[config.mk]
export PLATFORM = sky130hd
export DESIGN_NAME = fmaTop
export DESIGN_NICKNAME = d
export VERILOG_FILES = /design/src/common/fmaPkg.sv /design/src/fma/fmaAdd.sv /design/src/fma/fmaAlign.sv /design/src/fma/fmaMult.sv /design/src/fmaStage.sv /design/src/fmaTop.sv /design/src/fmaUnpack.sv
export SDC_FILE = /design/constraint.sdc
export NUM_CORES = 1
export LEC_CHECK = 0
export CORE_AREA = 2 2 141 143
export CTS_CLUSTER_SIZE = 12
export DETAILED_ROUTE_END_ITERATION = 8
export DIE_AREA = 0 0 143 145
export DONT_BUFFER_PORTS = 1
export GPL_TIMING_DRIVEN = 0
export PLACE_DENSITY = 0.77
export SLEW_MARGIN = 20
export SYNTH_ARGS = -nofsm -noshare
export SYNTH_HDL_FRONTEND = slang
export SYNTH_SLANG_ARGS = --single-unit
[constraint.sdc]
create_clock -name clk -period 7.4 [get_ports clk]
set_clock_uncertainty 0.1 [all_clocks]
set_input_delay 0 -clock clk [delete_from_list [all_inputs] [get_ports clk]]
set_output_delay 0 -clock clk [all_outputs]
set_load 0.02 [all_outputs]
[src/common/fmaPkg.sv]
`default_nettype none

package fmaPkg;

    // default format is half precision
    localparam int NE = 5;
    localparam int NF = 10;

    // operation select, later stages only see the substituted operands
    typedef enum logic [1:0] {
        opFma = 2'd0,
        opMul = 2'd1,
        opAdd = 2'd2
    } fmaOp;

    ////////////////////
    // width helpers
    ////////////////////

    // exponent bias, 2^(ne-1)-1
    function automatic int biasOf(input int ne);
        return (1 << (ne - 1)) - 1;
    endfunction

    // raw operand: sign, exponent field, fraction field
    function automatic int opW(input int ne, input int nf);
        return 1 + ne + nf;
    endfunction

    // significand with the hidden one
    function automatic int sigW(input int nf);
        return nf + 1;
    endfunction

    // full product of two significands
    function automatic int prodW(input int nf);
        return 2 * nf + 2;
    endfunction

    // aligned addend, product frame plus the bits above it
    function automatic int addW(input int nf);
        return 3 * nf + 5;
    endfunction

    // sum gets one carry bit over the addend
    function automatic int sumW(input int nf);
        return 3 * nf + 6;
    endfunction

    // signed exponent and shift count
    function automatic int expW(input int ne);
        return ne + 2;
    endfunction

endpackage

`default_nettype wire

[src/fma/fmaAdd.sv]
`default_nettype none

module fmaAdd #(
    parameter int ne = fmaPkg::NE,
    parameter int nf = fmaPkg::NF
) (
    input  logic                           clk,
    input  logic                           rstN,
    input  logic                           sValid,
    input  logic [fmaPkg::addW(nf)-1:0]    am,
    input  logic                           aSticky,
    input  logic                           killProd,
    input  logic [fmaPkg::prodW(nf)-1:0]   pm,
    input  logic [ne-1:0]                  xe,
    input  logic [ne-1:0]                  ye,
    input  logic [ne-1:0]                  ze,
    output logic                           outValid,
    output logic [fmaPkg::sumW(nf)-1:0]    sumM,
    output logic [fmaPkg::expW(ne)-1:0]    sumE,
    output logic                           sticky
);

    localparam int bias = fmaPkg::biasOf(ne);
    localparam int sW   = fmaPkg::sumW(nf);
    localparam int eW   = fmaPkg::expW(ne);

    logic [sW-1:0] prodPos;
    logic [sW-1:0] sumNext;
    logic [eW-1:0] expNext;

    // product two bits above the lsb, the two bits under it are guard room
    //   | nf+2 zeros | pm | 00 |
    assign prodPos = killProd ? '0 : {{(nf + 2){1'b0}}, pm, 2'b00};

    // extra top bit catches the carry out of the addend frame
    assign sumNext = {1'b0, am} + prodPos;

    // frame exponent: z when the product is gone, else the product exponent
    assign expNext = killProd ? {2'b00, ze}
                              : {2'b00, xe} + {2'b00, ye} - eW'(bias);

    always_ff @(posedge clk) begin
        if (!rstN) begin
            outValid <= 1'b0;
        end else begin
            outValid <= sValid;
        end
    end

    // result goes out unnormalized and unrounded
    always_ff @(posedge clk) begin
        sumM   <= sumNext;
        sumE   <= expNext;
        sticky <= aSticky;
    end

endmodule

`default_nettype wire

[src/fma/fmaAlign.sv]
`default_nettype none

module fmaAlign #(
    parameter int ne = fmaPkg::NE,
    parameter int nf = fmaPkg::NF
) (
    input  logic [ne-1:0]                  xe,
    input  logic [ne-1:0]                  ye,
    input  logic [ne-1:0]                  ze,
    input  logic [fmaPkg::sigW(nf)-1:0]    zm,
    input  logic                           xZero,
    input  logic                           yZero,
    input  logic                           zZero,
    output logic [fmaPkg::addW(nf)-1:0]    am,
    output logic                           aSticky,
    output logic                           killProd
);

    localparam int bias   = fmaPkg::biasOf(ne);
    localparam int cntW   = fmaPkg::expW(ne);
    // shift field, addend frame plus nf sticky bits below it
    localparam int fieldW = 4 * nf + 5;

    // shift count in Q(ne+2.0)
    logic [cntW-1:0]   aCnt;
    logic              killZ;
    // shifter input and output, U(nf+5.3nf) with sticky bits at the bottom
    logic [fieldW-1:0] zmPreshifted;
    logic [fieldW-1:0] zmShifted;

    ////////////////////
    // shift count
    ////////////////////

    // distance from the addend to the product frame
    //   negative: z is bigger than the product
    //   positive: product is bigger, shift z right
    // computed from the raw exponents and not from the product exponent,
    // this keeps the adder chain in front of the shifter short
    assign aCnt = {2'b00, xe} + {2'b00, ye} - cntW'(bias) + cntW'(nf + 2) - {2'b00, ze};

    // product far below the addend, or no product at all
    assign killProd = (aCnt[cntW-1] & ~zZero) | xZero | yZero;

    // addend shifted past the two guard bits under the product
    assign killZ = $signed(aCnt) > $signed(cntW'(3 * nf + 4));

    ////////////////////
    // shifter
    ////////////////////

    // addend starts at the top of the field
    //   | zm | 3nf+4 zeros |
    assign zmPreshifted = {zm, {(3 * nf + 4){1'b0}}};

    always_comb begin
        if (killProd) begin
            // addend sits just above the product frame
            //   | nf+2 zeros | zm | 2nf+2 zeros |
            zmShifted = {{(nf + 2){1'b0}}, zm, {(2 * nf + 2){1'b0}}};
            // a dropped nonzero product only shows up as sticky
            aSticky   = ~(xZero | yZero);
        end else if (killZ) begin
            // addend below the guard bits, all of it goes into sticky
            zmShifted = '0;
            aSticky   = ~zZero;
        end else begin
            // normal case, aCnt is 0..3nf+4 here
            zmShifted = zmPreshifted >> aCnt;
            aSticky   = |zmShifted[nf-1:0];
        end
    end

    // drop the sticky bits, the rest is the aligned addend
    assign am = zmShifted[fieldW-1:nf];

endmodule

`default_nettype wire

[src/fma/fmaMult.sv]
`default_nettype none

module fmaMult #(
    parameter int ne = fmaPkg::NE,
    parameter int nf = fmaPkg::NF
) (
    input  logic                           clk,
    input  logic                           rstN,
    input  logic                           inValid,
    input  logic [ne-1:0]                  xe,
    input  logic [ne-1:0]                  ye,
    input  logic [ne-1:0]                  ze,
    input  logic [fmaPkg::sigW(nf)-1:0]    xm,
    input  logic [fmaPkg::sigW(nf)-1:0]    ym,
    input  logic [fmaPkg::sigW(nf)-1:0]    zm,
    input  logic                           xZero,
    input  logic                           yZero,
    input  logic                           zZero,
    output logic                           mValid,
    output logic [fmaPkg::prodW(nf)-1:0]   pm,
    output logic [ne-1:0]                  mXe,
    output logic [ne-1:0]                  mYe,
    output logic [ne-1:0]                  mZe,
    output logic [fmaPkg::sigW(nf)-1:0]    mZm,
    output logic                           mXZero,
    output logic                           mYZero,
    output logic                           mZZero
);

    // significand product, U(2.2nf) format
    logic [fmaPkg::prodW(nf)-1:0] prod;

    assign prod = xm * ym;

    // valid is the only control state
    always_ff @(posedge clk) begin
        if (!rstN) begin
            mValid <= 1'b0;
        end else begin
            mValid <= inValid;
        end
    end

    // product and the fields the alignment needs later
    always_ff @(posedge clk) begin
        pm     <= prod;
        mXe    <= xe;
        mYe    <= ye;
        mZe    <= ze;
        mZm    <= zm;
        mXZero <= xZero;
        mYZero <= yZero;
        mZZero <= zZero;
    end

endmodule

`default_nettype wire

[src/fmaStage.sv]
`default_nettype none

module fmaStage #(
    parameter int ne = fmaPkg::NE,
    parameter int nf = fmaPkg::NF
) (
    input  logic                           clk,
    input  logic                           rstN,
    input  logic                           mValid,
    input  logic [fmaPkg::prodW(nf)-1:0]   pm,
    input  logic [ne-1:0]                  mXe,
    input  logic [ne-1:0]                  mYe,
    input  logic [ne-1:0]                  mZe,
    input  logic [fmaPkg::sigW(nf)-1:0]    mZm,
    input  logic                           mXZero,
    input  logic                           mYZero,
    input  logic                           mZZero,
    output logic                           sValid,
    output logic [fmaPkg::prodW(nf)-1:0]   sPm,
    output logic [ne-1:0]                  sXe,
    output logic [ne-1:0]                  sYe,
    output logic [ne-1:0]                  sZe,
    output logic [fmaPkg::sigW(nf)-1:0]    sZm,
    output logic                           sXZero,
    output logic                           sYZero,
    output logic                           sZZero
);

    // cuts the multiplier off from the alignment shifter,
    // the shift count path starts fresh from flops here
    always_ff @(posedge clk) begin
        if (!rstN) begin
            sValid <= 1'b0;
        end else begin
            sValid <= mValid;
        end
    end

    always_ff @(posedge clk) begin
        sPm    <= pm;
        sXe    <= mXe;
        sYe    <= mYe;
        sZe    <= mZe;
        sZm    <= mZm;
        sXZero <= mXZero;
        sYZero <= mYZero;
        sZZero <= mZZero;
    end

endmodule

`default_nettype wire

[src/fmaTop.sv]
`default_nettype none

module fmaTop #(
    parameter int ne = fmaPkg::NE,
    parameter int nf = fmaPkg::NF
) (
    input  logic                              clk,
    input  logic                              rstN,
    input  logic                              inValid,
    input  fmaPkg::fmaOp                      op,
    input  logic [fmaPkg::opW(ne, nf)-1:0]    x,
    input  logic [fmaPkg::opW(ne, nf)-1:0]    y,
    input  logic [fmaPkg::opW(ne, nf)-1:0]    z,
    output logic                              outValid,
    output logic [fmaPkg::sumW(nf)-1:0]       sumM,
    output logic [fmaPkg::expW(ne)-1:0]       sumE,
    output logic                              sticky
);

    // unpacked operands
    logic [ne-1:0]                 xe, ye, ze;
    logic [fmaPkg::sigW(nf)-1:0]   xm, ym, zm;
    logic                          xZero, yZero, zZero;

    // multiply stage
    logic                          mValid;
    logic [fmaPkg::prodW(nf)-1:0]  pm;
    logic [ne-1:0]                 mXe, mYe, mZe;
    logic [fmaPkg::sigW(nf)-1:0]   mZm;
    logic                          mXZero, mYZero, mZZero;

    // pipeline register stage
    logic                          sValid;
    logic [fmaPkg::prodW(nf)-1:0]  sPm;
    logic [ne-1:0]                 sXe, sYe, sZe;
    logic [fmaPkg::sigW(nf)-1:0]   sZm;
    logic                          sXZero, sYZero, sZZero;

    // alignment
    logic [fmaPkg::addW(nf)-1:0]   am;
    logic                          aSticky;
    logic                          killProd;

    fmaUnpack #(.ne(ne), .nf(nf)) u_fmaUnpack (
        .op(op), .x(x), .y(y), .z(z),
        .xe(xe), .ye(ye), .ze(ze),
        .xm(xm), .ym(ym), .zm(zm),
        .xZero(xZero), .yZero(yZero), .zZero(zZero)
    );

    // cycle 1
    fmaMult #(.ne(ne), .nf(nf)) u_fmaMult (
        .clk(clk), .rstN(rstN), .inValid(inValid),
        .xe(xe), .ye(ye), .ze(ze),
        .xm(xm), .ym(ym), .zm(zm),
        .xZero(xZero), .yZero(yZero), .zZero(zZero),
        .mValid(mValid), .pm(pm),
        .mXe(mXe), .mYe(mYe), .mZe(mZe), .mZm(mZm),
        .mXZero(mXZero), .mYZero(mYZero), .mZZero(mZZero)
    );

    // cycle 2
    fmaStage #(.ne(ne), .nf(nf)) u_fmaStage (
        .clk(clk), .rstN(rstN), .mValid(mValid), .pm(pm),
        .mXe(mXe), .mYe(mYe), .mZe(mZe), .mZm(mZm),
        .mXZero(mXZero), .mYZero(mYZero), .mZZero(mZZero),
        .sValid(sValid), .sPm(sPm),
        .sXe(sXe), .sYe(sYe), .sZe(sZe), .sZm(sZm),
        .sXZero(sXZero), .sYZero(sYZero), .sZZero(sZZero)
    );

    fmaAlign #(.ne(ne), .nf(nf)) u_fmaAlign (
        .xe(sXe), .ye(sYe), .ze(sZe), .zm(sZm),
        .xZero(sXZero), .yZero(sYZero), .zZero(sZZero),
        .am(am), .aSticky(aSticky), .killProd(killProd)
    );

    // cycle 3, result registers
    fmaAdd #(.ne(ne), .nf(nf)) u_fmaAdd (
        .clk(clk), .rstN(rstN), .sValid(sValid),
        .am(am), .aSticky(aSticky), .killProd(killProd),
        .pm(sPm), .xe(sXe), .ye(sYe), .ze(sZe),
        .outValid(outValid), .sumM(sumM), .sumE(sumE), .sticky(sticky)
    );

endmodule

`default_nettype wire

[src/fmaUnpack.sv]
`default_nettype none

module fmaUnpack #(
    parameter int ne = fmaPkg::NE,
    parameter int nf = fmaPkg::NF
) (
    input  fmaPkg::fmaOp                       op,
    input  logic [fmaPkg::opW(ne, nf)-1:0]     x,
    input  logic [fmaPkg::opW(ne, nf)-1:0]     y,
    input  logic [fmaPkg::opW(ne, nf)-1:0]     z,
    output logic [ne-1:0]                      xe,
    output logic [ne-1:0]                      ye,
    output logic [ne-1:0]                      ze,
    output logic [fmaPkg::sigW(nf)-1:0]        xm,
    output logic [fmaPkg::sigW(nf)-1:0]        ym,
    output logic [fmaPkg::sigW(nf)-1:0]        zm,
    output logic                               xZero,
    output logic                               yZero,
    output logic                               zZero
);

    localparam int bias = fmaPkg::biasOf(ne);

    // raw fields, the sign bit on top is not looked at
    logic [ne-1:0] xField, yField, zField;
    logic [nf-1:0] xFrac, yFrac, zFrac;

    assign xField = x[ne+nf-1:nf];
    assign yField = y[ne+nf-1:nf];
    assign zField = z[ne+nf-1:nf];
    assign xFrac  = x[nf-1:0];
    assign yFrac  = y[nf-1:0];
    assign zFrac  = z[nf-1:0];

    // x is never substituted
    assign xe    = xField;
    assign xZero = (xField == '0);
    // zero exponent field means the value zero, so no hidden one and no fraction
    assign xm    = xZero ? '0 : {1'b1, xFrac};

    always_comb begin
        // y becomes 1.0 for add
        if (op == fmaPkg::opAdd) begin
            ye    = ne'(bias);
            ym    = {1'b1, {nf{1'b0}}};
            yZero = 1'b0;
        end else begin
            ye    = yField;
            yZero = (yField == '0);
            ym    = yZero ? '0 : {1'b1, yFrac};
        end

        // z becomes zero for mul
        if (op == fmaPkg::opMul) begin
            ze    = '0;
            zm    = '0;
            zZero = 1'b1;
        end else begin
            ze    = zField;
            zZero = (zField == '0);
            zm    = zZero ? '0 : {1'b1, zFrac};
        end
    end

endmodule

`default_nettype wire
### After elaboration in Yosys (flattened, before gate mapping)

Index checks and enable logic that the tools add are counted.

* bits in registers: 149
* input bits: 53
* output and inout port bits: 45
* word-level logic and storage cells: 55

* $add $sub $neg: 5
* $mul: 1
* order comparisons: 1
* eq/ne operators: 2
* shifts and indexed selects: 1
* muxes and demuxes: 10
* bitwise gates (word level): 6
* reductions and logical operators: 5

Operator list (number)
* $mux 45: 2
* $shr 45x7->45: 1
* $mux 11: 4
* $add 35x36->36: 1
* $mux 24: 1
* $mul 11x11->22: 1
* $logic_not 5->1: 3
* $reduce_or 10->1: 1
* $add 7x4->7 const B: 1
* $gt 7x7->1 const B: 1
* $sub 6x4->7 const B: 1
* $sub 7x5->7: 1
* $add 5x5->6: 1
* $mux 5: 1
* $or 1x1->1: 3
* $eq 2x1->1 const B: 1
* $eq 2x2->1 const B: 1
* $mux 1: 2
* $not 1->1: 2
* $reduce_or 2->1: 1
* $and 1x1->1: 1

### Logic depth before layout (Yosys ltp)

Gate-level depths: netlist of run 1.

* depth in word-level cells: 9
* gate-level depth with buffers: 29
* gate-level depth less buffers: 29

### Cells and area by module

From an unflattened synthesis of run 1, not the netlist that was laid out.

* cells, all modules: 1254
* area, all modules: 11150.7 sq um

Modules (own cells, without submodules)
* fmaMult: instances 1, cells each 547, area each 5136.2 sq um, sequential area each 1041.0 sq um
* fmaAdd: instances 1, cells each 312, area each 2787.7 sq um, sequential area each 900.9 sq um
* fmaAlign: instances 1, cells each 255, area each 1644.1 sq um, sequential area each 0.0 sq um
* fmaStage: instances 1, cells each 53, area each 1047.3 sq um, sequential area each 1041.0 sq um
* fmaUnpack: instances 1, cells each 87, area each 535.5 sq um, sequential area each 0.0 sq um

### Least setup slack after synthesis of run 1

No wires, ideal clock.

* path kind: input -> register
* start: input port x[12] in the netlist's numbering
* end: register u_fmaMult.pm[21] in the netlist's numbering
* setup time: 0.129 ns
* arrival time: 5.633 ns
* required time: 7.171 ns
* setup slack: 1.538 ns
* stages: 22
* buffers on the path: 2
* path through: or4_1 -> nor2_1 -> nor3_1 -> clkbuf_1 -> clkbuf_1 -> and3_1 -> fa_1 -> inv_1 -> fa_1 -> fa_1 -> fa_1 -> inv_1 -> fa_1 -> ha_1 -> a21o_1 -> a211oi_1 -> o21bai_1 -> a21o_1 -> a21oi_1 -> a21boi_0 -> o41ai_1 -> xnor2_1

* cells in the longest elaborated chain, start to end: 3

RTL lines
* from (decl): RTL line fmaTop.sv:11 `input logic [fmaPkg::opW(ne, nf)-1:0] x,`
* $logic_not 5->1: RTL line fmaUnpack.sv:37 `assign xZero = (xField == '0);`
* net u_fmaMult.xZero: RTL line fmaMult.sv:16 `input logic xZero,`
* $mux 11: RTL line fmaUnpack.sv:39 `assign xm = xZero ? '0 : {1'b1, xFrac};`
* $mul 11x11->22: RTL line fmaMult.sv:33 `assign prod = xm * ym;`
* net u_fmaMult.prod (one bit): RTL line fmaMult.sv:31 `logic [fmaPkg::prodW(nf)-1:0] prod;`
* to (signal assigned): RTL line fmaMult.sv:46 `pm <= prod;`
* to (decl): RTL line fmaMult.sv:20 `output logic [fmaPkg::prodW(nf)-1:0] pm,`

The timed path passes the listed nets, and every way through them passes these cells.
A chain may end at the register's enable or synchronous reset.

### Final worst setup path of run 1

* start: register u_fmaStage.sXe[1]
* end: register u_fmaAdd.sumM[28] in the netlist's numbering

* cells in the longest elaborated chain, start to end: 9
* elaborated cells between the ends (all ways): 13
* those cells by class: add/sub: 5; order compare: 1; shift: 1; mux: 3; bitwise: 3

RTL lines
* from (decl): RTL line fmaStage.sv:20 `output logic [ne-1:0] sXe,`
* from (signal assigned): RTL line fmaStage.sv:41 `sXe <= mXe;`
* $add 5x5->6 *: RTL line fmaAlign.sv:40 `assign aCnt = {2'b00, xe} + {2'b00, ye} - cntW'(bias) + cntW'(nf + 2) - {2'b00, ze};`
* $sub 6x4->7 *: RTL line fmaAlign.sv:40
* $add 7x4->7 *: RTL line fmaAlign.sv:40
* $sub 7x5->7 *: RTL line fmaAlign.sv:40
* branches (longest 4 deep; another with $shr 45x7->45)
* $add 35x36->36 *: RTL line fmaAdd.sv:36 `assign sumNext = {1'b0, am} + prodPos;`
* net u_fmaAdd.sumNext[28]: RTL line fmaAdd.sv:28 `logic [sW-1:0] sumNext;`
* to (signal assigned): RTL line fmaAdd.sv:52 `sumM <= sumNext;`
* to (decl): RTL line fmaAdd.sv:18 `output logic [fmaPkg::sumW(nf)-1:0] sumM,`

Mark *: on every way through the listed nets, which the timed path passes.

==> impl_metrics.ini, run 1 <==
[run_status]
outcome = completed

[cts]
cts_max_path_buffers = 2
insertion_delay_ns = 0.43
cts_buffers = 17
cts_tree = built
cts-htree-levels = 4
clk_pin_slew_ns = 0.07
post_cts_buffers = 0
clock-root-buffer = clkbuf_16
cts_sinks = 149

[timing]
worst_pin_slew_ns = 0.921
tns_ns = 0
rsz0062_at_grt = no
timing.final.ws_setup_ns = 0.570
fin_crit_ns = 6.83
setup_viol = 0
finalHoldViolations = 0
slew_headroom_pct = 38.2
fin_crit_sh_pct = 92.3
fmax_mhz = 146
drv_slew = 0

[detailed_routing]
routed.top_layer = met5
wl_mm = 24.9
drt-initial-drc-count = 506
route.detailed.drc = 0
dr.pass1.iters = 7
vias = 8042
via_per_inst = 5.49
met3_length_mm = 1.24
wl_met1_mm = 10.7
wire_per_inst_um = 17.0
detail-route-antenna-nets = 0
wl_met2_mm = 12.2

[pwr]
sw_frac_of_total_pct = 46.2
p_leak_nw = 5.60
p_clk_share_pct = 17.5
p_sw_mw = 2.26
power.total_mw = 4.90
intPower_mw = 2.64
p_seq_share_pct = 25.2
power_density_mw_per_mm2 = 416
p_comb_share_pct = 57.3
ir_drop_uv = 169

[place]
gp_congestion = 0.907
dpl_cell_area_mm2 = 0.0107
post-place-ws_ns = 0.596
dp_cells = 1387
port_buffers = 0
post-dp-hpwl_mm = 18.7

[global_routing]
track_usage_pct = 24.6
grt_pass1_vias = 7988
antenna_found_initial = 1
grt_pass1_wl_mm = 40.3
grt_overflow = 0
grt_max_degree = 19

[floorplan]
core_mm2 = 0.0192
die_area_mm2 = 0.0207
start_util_pct = 54.0
io_pins = 98
num_rows = 51
chipHeight_um = 145
die_w_um = 143

[logic_synthesis]
yosys.cell_count.top_type = dfxtp_1
async_flop_share_pct = 0
synth_seq_area_share_pct = 28.8
ys_types = 68
synth_enable_flop_cells = 0
yosys_warnings = 0
synth.top_cells.by_area = dfxtp_1, fa_1, ha_1
netlist.area_leader.share_pct = 28.8
ys_seq_elements = 149
synth_flop_cell = dfxtp_1
avgSynthCellArea_um2 = 9.24
syn-num-nets = 1359
syn_area_mm2 = 0.0104
postSynthCellCount = 1122
synth_top_area_cell = dfxtp_1
synthTopCellsByCount = dfxtp_1, inv_1, nand2_1

[final_layout]
diodes = 0
finalInstanceArea_mm2 = 0.0118
layout.cells.non_filler = 1465
drive_gt1_share_pct = 5.33
fin_nets = 1424
area_growth_pct = 13.5

[critical_path]
arrival_ns = 7.05
critPathMaxFanout = 10
critical_path.startpoint_type = flip-flop
crit_start = u_fmaStage.sXe[1]
crit_required_ns = 7.62
crit_path_end_kind = flip-flop
critical_path_class = flip-flop to flip-flop
r2r_start = u_fmaStage.sXe[1]

[run]
cap_viol_max_count = 0

[hold_path]
hp-class = input pin to flip-flop
min-delay-start = x[11]
==> flip-flops by register name (all words and copies together), names as in the netlist, 5 cells and up <==
name / cells
u_fmaAdd.sumM: 36
u_fmaMult.pm: 22
u_fmaStage.sPm: 22
u_fmaMult.mZm: 11
u_fmaStage.sZm: 11
u_fmaAdd.sumE: 7
u_fmaMult.mXe: 5
u_fmaMult.mYe: 5
u_fmaMult.mZe: 5
u_fmaStage.sXe: 5
u_fmaStage.sYe: 5
u_fmaStage.sZe: 5
==> final cells by class <==
| class | count | area (µm²) |
|---|---|---|
| Clock buffer | 17 | 425 |
| Sequential cell | 149 | 2980 |
| Timing Repair Buffer | 46 | 460 |
| Buffer | 46 | 194 |
| Multi-Input combinational cell | 798 | 6710 |
| Fill cell | 1585 | 7440 |
| Tap cell | 265 | 332 |
| Clock inverter | 15 | 180 |
| Inverter | 129 | 484 |
==> critical path, cell delays in order, from the launching register on <==
cell,delay [ns]
dfxtp_1,0.32
ha_1,0.30
ha_1,0.22
inv_1,0.08
fa_1,0.43
ha_1,0.34
fa_1,0.55
buf_2,0.19
clkbuf_1,0.37
clkbuf_1,0.43
nand4_1,0.37
or3_1,0.40
a21oi_1,0.28
ha_1,0.25
inv_1,0.06
fa_1,0.40
nand2b_1,0.19
a21o_1,0.20
a211oi_2,0.30
o2111ai_1,0.23
a21oi_2,0.34
nand3_1,0.14
xnor2_1,0.16
nor2_1,0.05
==> metal layers <==
layer / track usage [%] / vias to the layer above
met5: 0 / -
met4: 9.75 / 2
met3: 4.36 / 60
met2: 42.1 / 247
met1: 30.5 / 3875
li1: - / 3858
==> through the flow <==
stage | util [%] | hold WS (ns)
after detailed placement | 55.7 | -0.0722
after global placement | 55.7 | -0.0722
after floorplan | - | -0.0723
final | 61.3 | 0.0586
after global routing | 61.3 | 0.0508
after CTS | 61.2 | 0.0252
==> placed cells by master, fill, tap and decap left out, types with 36 or more instances in the layout <==
master	Yosys	layout
a21oi_1	52	51
and3_1	53	53
ha_1	101	101
o21ai_0	36	36
fa_1	83	83
and2_1	53	53
nand2_1	107	107
dlygate4sd3_1	0	46
nor2_1	66	66
dfxtp_1	149	149
inv_1	129	129
clkbuf_1	38	38
==> final timing paths <==
path                                           end  slack, ns  cells past startpoint
worst min register to register  u_fmaStage.sPm[12]       0.22                      0
worst max-delay path             u_fmaAdd.sumM[28]       0.57                     23
worst max register to register   u_fmaAdd.sumM[28]       0.57                     23
worst min-delay path              u_fmaMult.mXe[1]       0.06                      1
==> what timing repair did <==
action,in CTS,in global routing
hold endpoints to repair,35,0
endpoints found under the setup margin,0,3
hold buffers,46,0
resized for setup,0,1
==> logic make-up after synthesis <==
kind of cell / Yosys count / share of synthesized area, %
compound gates: 171 / 10.7
xor+xnor: 56 / 4.88
fa+ha+maj: 184 / 28.2
buf+inv: 175 / 6.54
flops: 149 / 28.8
mux: 25 / 3.21
simple gates: 362 / 17.7
==> power groups by stage <==
stage	registers, mW	clock network, mW	logic (mW)
after floorplan	1.22	0	2.13
after global placement	1.25	0	2.71
after detailed placement	1.25	0	2.74
after CTS	1.24	0.864	2.79
after global routing	1.25	0.900	3.14
final	1.23	0.857	2.81
No activity file was read; power rests on OpenSTA's default activity.
==> run 2: changes to the inputs <==
--- a/config.mk
+++ b/config.mk
@@ -5,14 +5,15 @@
 export SDC_FILE = /design/constraint.sdc
 export NUM_CORES = 1
 export LEC_CHECK = 0
+export BUFFER_PORTS_ARGS = -buffer_cell sky130_fd_sc_hd__buf_2
 export CORE_AREA = 2 2 141 143
+export CTS_CLUSTER_DIAMETER = 200
 export CTS_CLUSTER_SIZE = 12
 export DETAILED_ROUTE_END_ITERATION = 8
 export DIE_AREA = 0 0 143 145
-export DONT_BUFFER_PORTS = 1
 export GPL_TIMING_DRIVEN = 0
-export PLACE_DENSITY = 0.77
-export SLEW_MARGIN = 20
+export PLACE_DENSITY = 0.82
+export SLEW_MARGIN = 10
 export SYNTH_ARGS = -nofsm -noshare
 export SYNTH_HDL_FRONTEND = slang
 export SYNTH_SLANG_ARGS = --single-unit
==> run 2 against run 1 <==
Effect of this change: worst hold slack better by 0.015 ns; final area rose by 4.2%; highest routed layer is now met4; largest cell class unchanged; power up 1.5%; wire length grew 0.96%; sequential power down 11%; combinational power up 7.8%; die area is the same; global-route usage grew 0.47 points; sequential share of layout area is 1.0 points lower.
==> impl_metrics.ini, run 2 (synthesis results as in run 1) <==
[final_layout]
drive_gt1_share_pct = 12.4
fin_util_pct = 63.8
area_growth_pct = 18.2
nFillCells = 1513
fin_nets = 1519
regMostFlops = u_fmaAdd.sumM
top_regs = u_fmaAdd.sumM (36), u_fmaMult.pm (22), u_fmaStage.sPm (22)
final_common_cell = dfxtp_1
layout_common_cells = dfxtp_1, inv_1, nand2_1, ha_1, buf_2
finalInstanceArea_mm2 = 0.0123
largest_reg_flops = 36

[cts]
cts_buffers = 17
cts_max_path_buffers = 2
cts_sinks = 149
insertion_delay_ns = 0.43
cts-htree-levels = 4
clock-root-buffer = clkbuf_16
clk_pin_slew_ns = 0.07
cts_tree = built
post_cts_buffers = 0

[critical_path]
arrival_ns = 7.12
crit_path_end_kind = flip-flop
crit_path_max_incr_delay_ns = 0.72
reg2reg_slack_ns = 0.50
critPathMaxFanout = 10
crit_top_cell = ha_1
critical_path.startpoint_type = flip-flop
r2r_cells = 26
regToRegEndpoint = u_fmaAdd.sumM[35]
r2r_start = u_fmaStage.sYe[0]
crit_start = u_fmaStage.sYe[0]
crit_required_ns = 7.62
crit_end = u_fmaAdd.sumM[35]
slowest_stage = o21ai_1
critical_path_class = flip-flop to flip-flop

[place]
gp_congestion = 0.945
post-place-ws_ns = 0.458
port_buffers = 94
post-dp-hpwl_mm = 19.3
dpl_cell_area_mm2 = 0.0112

[pwr]
p_comb_share_pct = 60.9
p_seq_share_pct = 22.2
sw_frac_of_total_pct = 45.6
p_leak_nw = 6.03
p_clk_share_pct = 16.9
power_density_mw_per_mm2 = 406
p_sw_mw = 2.27
ir_drop_uv = 173
intPower_mw = 2.70

[timing]
tns_ns = 0
rsz0062_at_grt = no
setup_viol = 0
drv_slew = 0
finalHoldViolations = 0
slew_headroom_pct = 41.3
fin_crit_sh_pct = 93.3
fin_crit_ns = 6.90
timing.final.ws_setup_ns = 0.499
fmax_mhz = 145
worst_pin_slew_ns = 0.875
holdWs_ns = 0.0733

[detailed_routing]
drt-initial-drc-count = 512
route.detailed.drc = 0
detail-route-antenna-nets = 0
wire_per_inst_um = 16.1
dr.pass1.iters = 6
vias = 8367
wl_mm = 25.2
via_per_inst = 5.36

[hold_path]
hp-class = input pin to flip-flop

[global_routing]
track_usage_pct = 25.1
grt_max_degree = 19
grt_pass1_vias = 8351
antenna_found_initial = 2
grt_pass1_wl_mm = 41.3
grt_overflow = 0

[floorplan]
num_rows = 51
core_mm2 = 0.0192
start_util_pct = 54.0
die_area_mm2 = 0.0207
chipHeight_um = 145
io_pins = 98
die_w_um = 143

[run]
cap_viol_max_count = 0

[run_status]
outcome = completed
==> run 2: cell type report <==
cell class                 instances  area, µm²  share of cell area [%]
multi-input combinational        798       6710                    54.8
sequential                       149       2980                    24.3
timing repair buffer             141        941                    7.68
inverter                         129        484                    3.95
clock buffer                      17        425                    3.47
tap                              265        332                    2.71
buffer                            46        196                    1.60
clock inverter                    15        176                    1.44
antenna                            2       5.00                  0.0408
==> run 2: worst max-delay path, delay by kind of cell (launching register included) <==
kind	cells	cell delay, ns
AOI/OAI and AO/OA	8	2.60
and+or+nand+nor	5	0.89
DFF	1	0.35
xor gates and xnor gates	2	0.51
adders and majority gates	6	1.72
buffers and inverters	5	0.62
==> run 2: worst min path at each step <==
stage / from / endpoint / slack, ns / cells after the start
final: y[2] / u_fmaMult.pm[2] / 0.07 / 4
after global routing: y[2] / u_fmaMult.pm[2] / 0.04 / 4
after CTS: y[2] / u_fmaMult.pm[2] / 0.04 / 4
after detailed placement: x[11] / u_fmaMult.mXe[1] / 0.02 / 1
after global placement: x[10] / u_fmaMult.mXe[0] / 0.01 / 1
after floorplan: x[10] / u_fmaMult.mXe[0] / -0.07 / 0
==> run 2: through the flow <==
step / std cells / total power [mW]
2_1_floorplan: 1122 / 3.35
3_3_place_gp: 1481 / 4.01
3_5_place_dp: 1481 / 4.08
4_1_cts: 1560 / 4.96
5_1_grt: 1562 / 5.39
6_report: 1562 / 4.97
==> run 2: power by group through the flow <==
| stage | combinational, mW | sequential [mW] | clock, mW |
|---|---|---|---|
| 2_1_floorplan | 2.13 | 1.22 | 0 |
| 6_report | 3.03 | 1.10 | 0.839 |
| 5_1_grt | 3.37 | 1.13 | 0.898 |
| 3_3_place_gp | 2.90 | 1.12 | 0 |
| 4_1_cts | 3.00 | 1.11 | 0.858 |
| 3_5_place_dp | 2.96 | 1.12 | 0 |
==> run 2: routing by layer <==
metal,vias to the layer above,track usage (%),part of all wire [%]
li1,4067,-,-
met1,3927,31.3,42
met2,298,42.3,49
met3,75,4.26,6.3
met4,0,11.1,3.4
met5,-,0,0
==> run 2: what timing repair did <==
action / CTS / global route
gates resized for setup: 0 / 6
hold endpoints to repair: 32 / 0
endpoints found under the setup margin: 0 / 6
hold buffers: 47 / 0
==> run 3: changes to the inputs <==
--- a/config.mk
+++ b/config.mk
@@ -6,13 +6,13 @@
 export NUM_CORES = 1
 export LEC_CHECK = 0
 export BUFFER_PORTS_ARGS = -buffer_cell sky130_fd_sc_hd__buf_2
-export CORE_AREA = 2 2 141 143
+export CORE_AREA = 2 2 134 136
 export CTS_CLUSTER_DIAMETER = 200
 export CTS_CLUSTER_SIZE = 12
 export DETAILED_ROUTE_END_ITERATION = 8
-export DIE_AREA = 0 0 143 145
+export DIE_AREA = 0 0 136 138
 export GPL_TIMING_DRIVEN = 0
-export PLACE_DENSITY = 0.82
+export PLACE_DENSITY = 0.88
 export SLEW_MARGIN = 10
 export SYNTH_ARGS = -nofsm -noshare
 export SYNTH_HDL_FRONTEND = slang
==> run 3 against run 2 <==
Effect of this change: clock power up 2.9%; utilization up 5.8 points; maximum frequency down 0.53%; combinational power up 2%; sequential power about the same; wire length up 6.1%; largest cell class unchanged.
==> impl_metrics.ini, run 3 (synthesis results as in run 1) <==
[cts]
cts-htree-levels = 4
clock-root-buffer = clkbuf_16
cts_sinks = 149
clk_pin_slew_ns = 0.08
insertion_delay_ns = 0.44
cts_tree = built
cts_max_path_buffers = 2
cts_buffers = 17

[timing]
tns_ns = 0
drv_slew = 0
finalHoldViolations = 0
rsz0062_at_grt = no
fin_crit_ns = 6.94
worst_pin_slew_ns = 0.736
fmax_mhz = 144
slew_headroom_pct = 50.6
setup_viol = 0
fin_crit_sh_pct = 93.8

[final_layout]
top_regs = u_fmaAdd.sumM (36), u_fmaMult.pm (22), u_fmaStage.sPm (22)
fin_nets = 1519
area_growth_pct = 17.8
drive_gt1_share_pct = 12.3
layout_common_cells = dfxtp_1, inv_1, nand2_1, ha_1, buf_2
largest_reg_flops = 36
nFillCells = 1319
regMostFlops = u_fmaAdd.sumM
final_common_cell = dfxtp_1

[pwr]
p_leak_nw = 6.03
power.total_mw = 5.05
ir_drop_uv = 224
power_density_mw_per_mm2 = 413

[floorplan]
num_rows = 49
io_pins = 98
die_area_mm2 = 0.0188
start_util_pct = 59.1
core_mm2 = 0.0175
die_w_um = 136
chipHeight_um = 138

[detailed_routing]
via_per_inst = 5.67
dr.pass1.iters = 5
route.detailed.drc = 0
detail-route-antenna-nets = 0
wl_mm = 26.7
vias = 8650
wire_per_inst_um = 17.5
drt-initial-drc-count = 713

[critical_path]
critPathMaxFanout = 10
arrival_ns = 7.20
crit_path_end_kind = flip-flop
r2r_cells = 23
crit_required_ns = 7.66
critical_path.startpoint_type = flip-flop
critical_path_class = flip-flop to flip-flop

[place]
post-dp-hpwl_mm = 19.4
port_buffers = 94
gp_congestion = 0.939

[global_routing]
grt_max_degree = 19
grt_overflow = 0
grt_pass1_vias = 8679
grt_pass1_wl_mm = 43.0
antenna_found_initial = 2
track_usage_pct = 29.1

[hold_path]
hp-class = input pin to flip-flop
hold_depth = 4

[run_status]
outcome = completed

[run]
cap_viol_max_count = 0
-- run 3: changes by cell type in the layout (fill, tap and decap cells not counted) --
| cell | change |
|---|---|
| clkbuf_1 | +2 |
| clkbuf_2 | -2 |
| clkinv_8 | +1 |
| inv_8 | -1 |
-- run 3: power breakdown --
| group | switching [mW] | internal [mW] | leakage (nW) |
|---|---|---|---|
| clock network | 0.406 | 0.457 | 0.296 |
| logic | 1.87 | 1.20 | 4.48 |
| registers | 0.0603 | 1.05 | 1.25 |
| total | 2.34 | 2.71 | 6.03 |
-- run 3: cell type report --
type / count / area (µm²) / area share (%)
clock inverter: 15 / 181 / 1.49
antenna: 2 / 5.00 / 0.0410
tap: 229 / 287 / 2.35
clock buffer: 17 / 425 / 3.48
sequential: 149 / 2980 / 24.4
inverter: 129 / 484 / 3.96
timing repair buffer: 141 / 941 / 7.70
buffer: 46 / 194 / 1.59
multi-input combinational: 798 / 6710 / 55.0
-- run 3: routing by layer --
metal	part of all wire (%)	vias to the layer above	global-route usage, %
met5	0	-	0
met3	5.7	80	4.03
li1	-	4051	-
met2	50	374	50.3
met4	4.3	0	13.4
met1	40	4145	35.9
-- run 3: worst paths after layout --
check,from,end,slack [ns]
setup / recovery,u_fmaStage.sXe[1],u_fmaAdd.sumM[28],0.46
hold / removal,y[2],u_fmaMult.pm[2],0.08
setup reg to reg,u_fmaStage.sXe[1],u_fmaAdd.sumM[28],0.46
hold reg to reg,u_fmaMult.pm[2],u_fmaStage.sPm[2],0.22
-- run 3: metrics by stage --
step | cell area [µm²] | util, % | hold slack [ns] | instances | worst slack [ns]
after global placement | 11100 | 63.4 | 0.0152 | 1445 | 0.478
after floorplan | 10400 | - | -0.0723 | 1122 | 1.54
after detailed placement | 11100 | 63.4 | 0.0153 | 1445 | 0.457
after CTS | 12200 | 69.6 | 0.0597 | 1524 | 0.303
final | 12200 | 69.7 | 0.0841 | 1526 | 0.462
after global routing | 12200 | 69.7 | 0.0843 | 1526 | 0.122
-- run 3: critical path, stage by stage, from the launching register on --
cell and delay (ns):
dfxtp_1 0.32, ha_1 0.30, ha_1 0.22, inv_1 0.08, fa_1 0.48, ha_1 0.35
fa_1 0.55, buf_2 0.20, clkbuf_1 0.38, clkbuf_1 0.42, nand4_1 0.30, or3_1 0.38
a21oi_1 0.32, ha_1 0.26, inv_1 0.06, fa_1 0.40, nand2b_1 0.18, a21o_1 0.20
a211oi_2 0.32, o2111ai_1 0.24, a21oi_2 0.35, nand3_1 0.14, xnor2_1 0.15, nor2_1 0.15
-- run 3: timing repair --
action                     CTS  global route
setup endpoints to repair    0             4
hold endpoints to repair    32             0
hold buffers                47             0
resized for setup            0             2
setup buffers                0             0
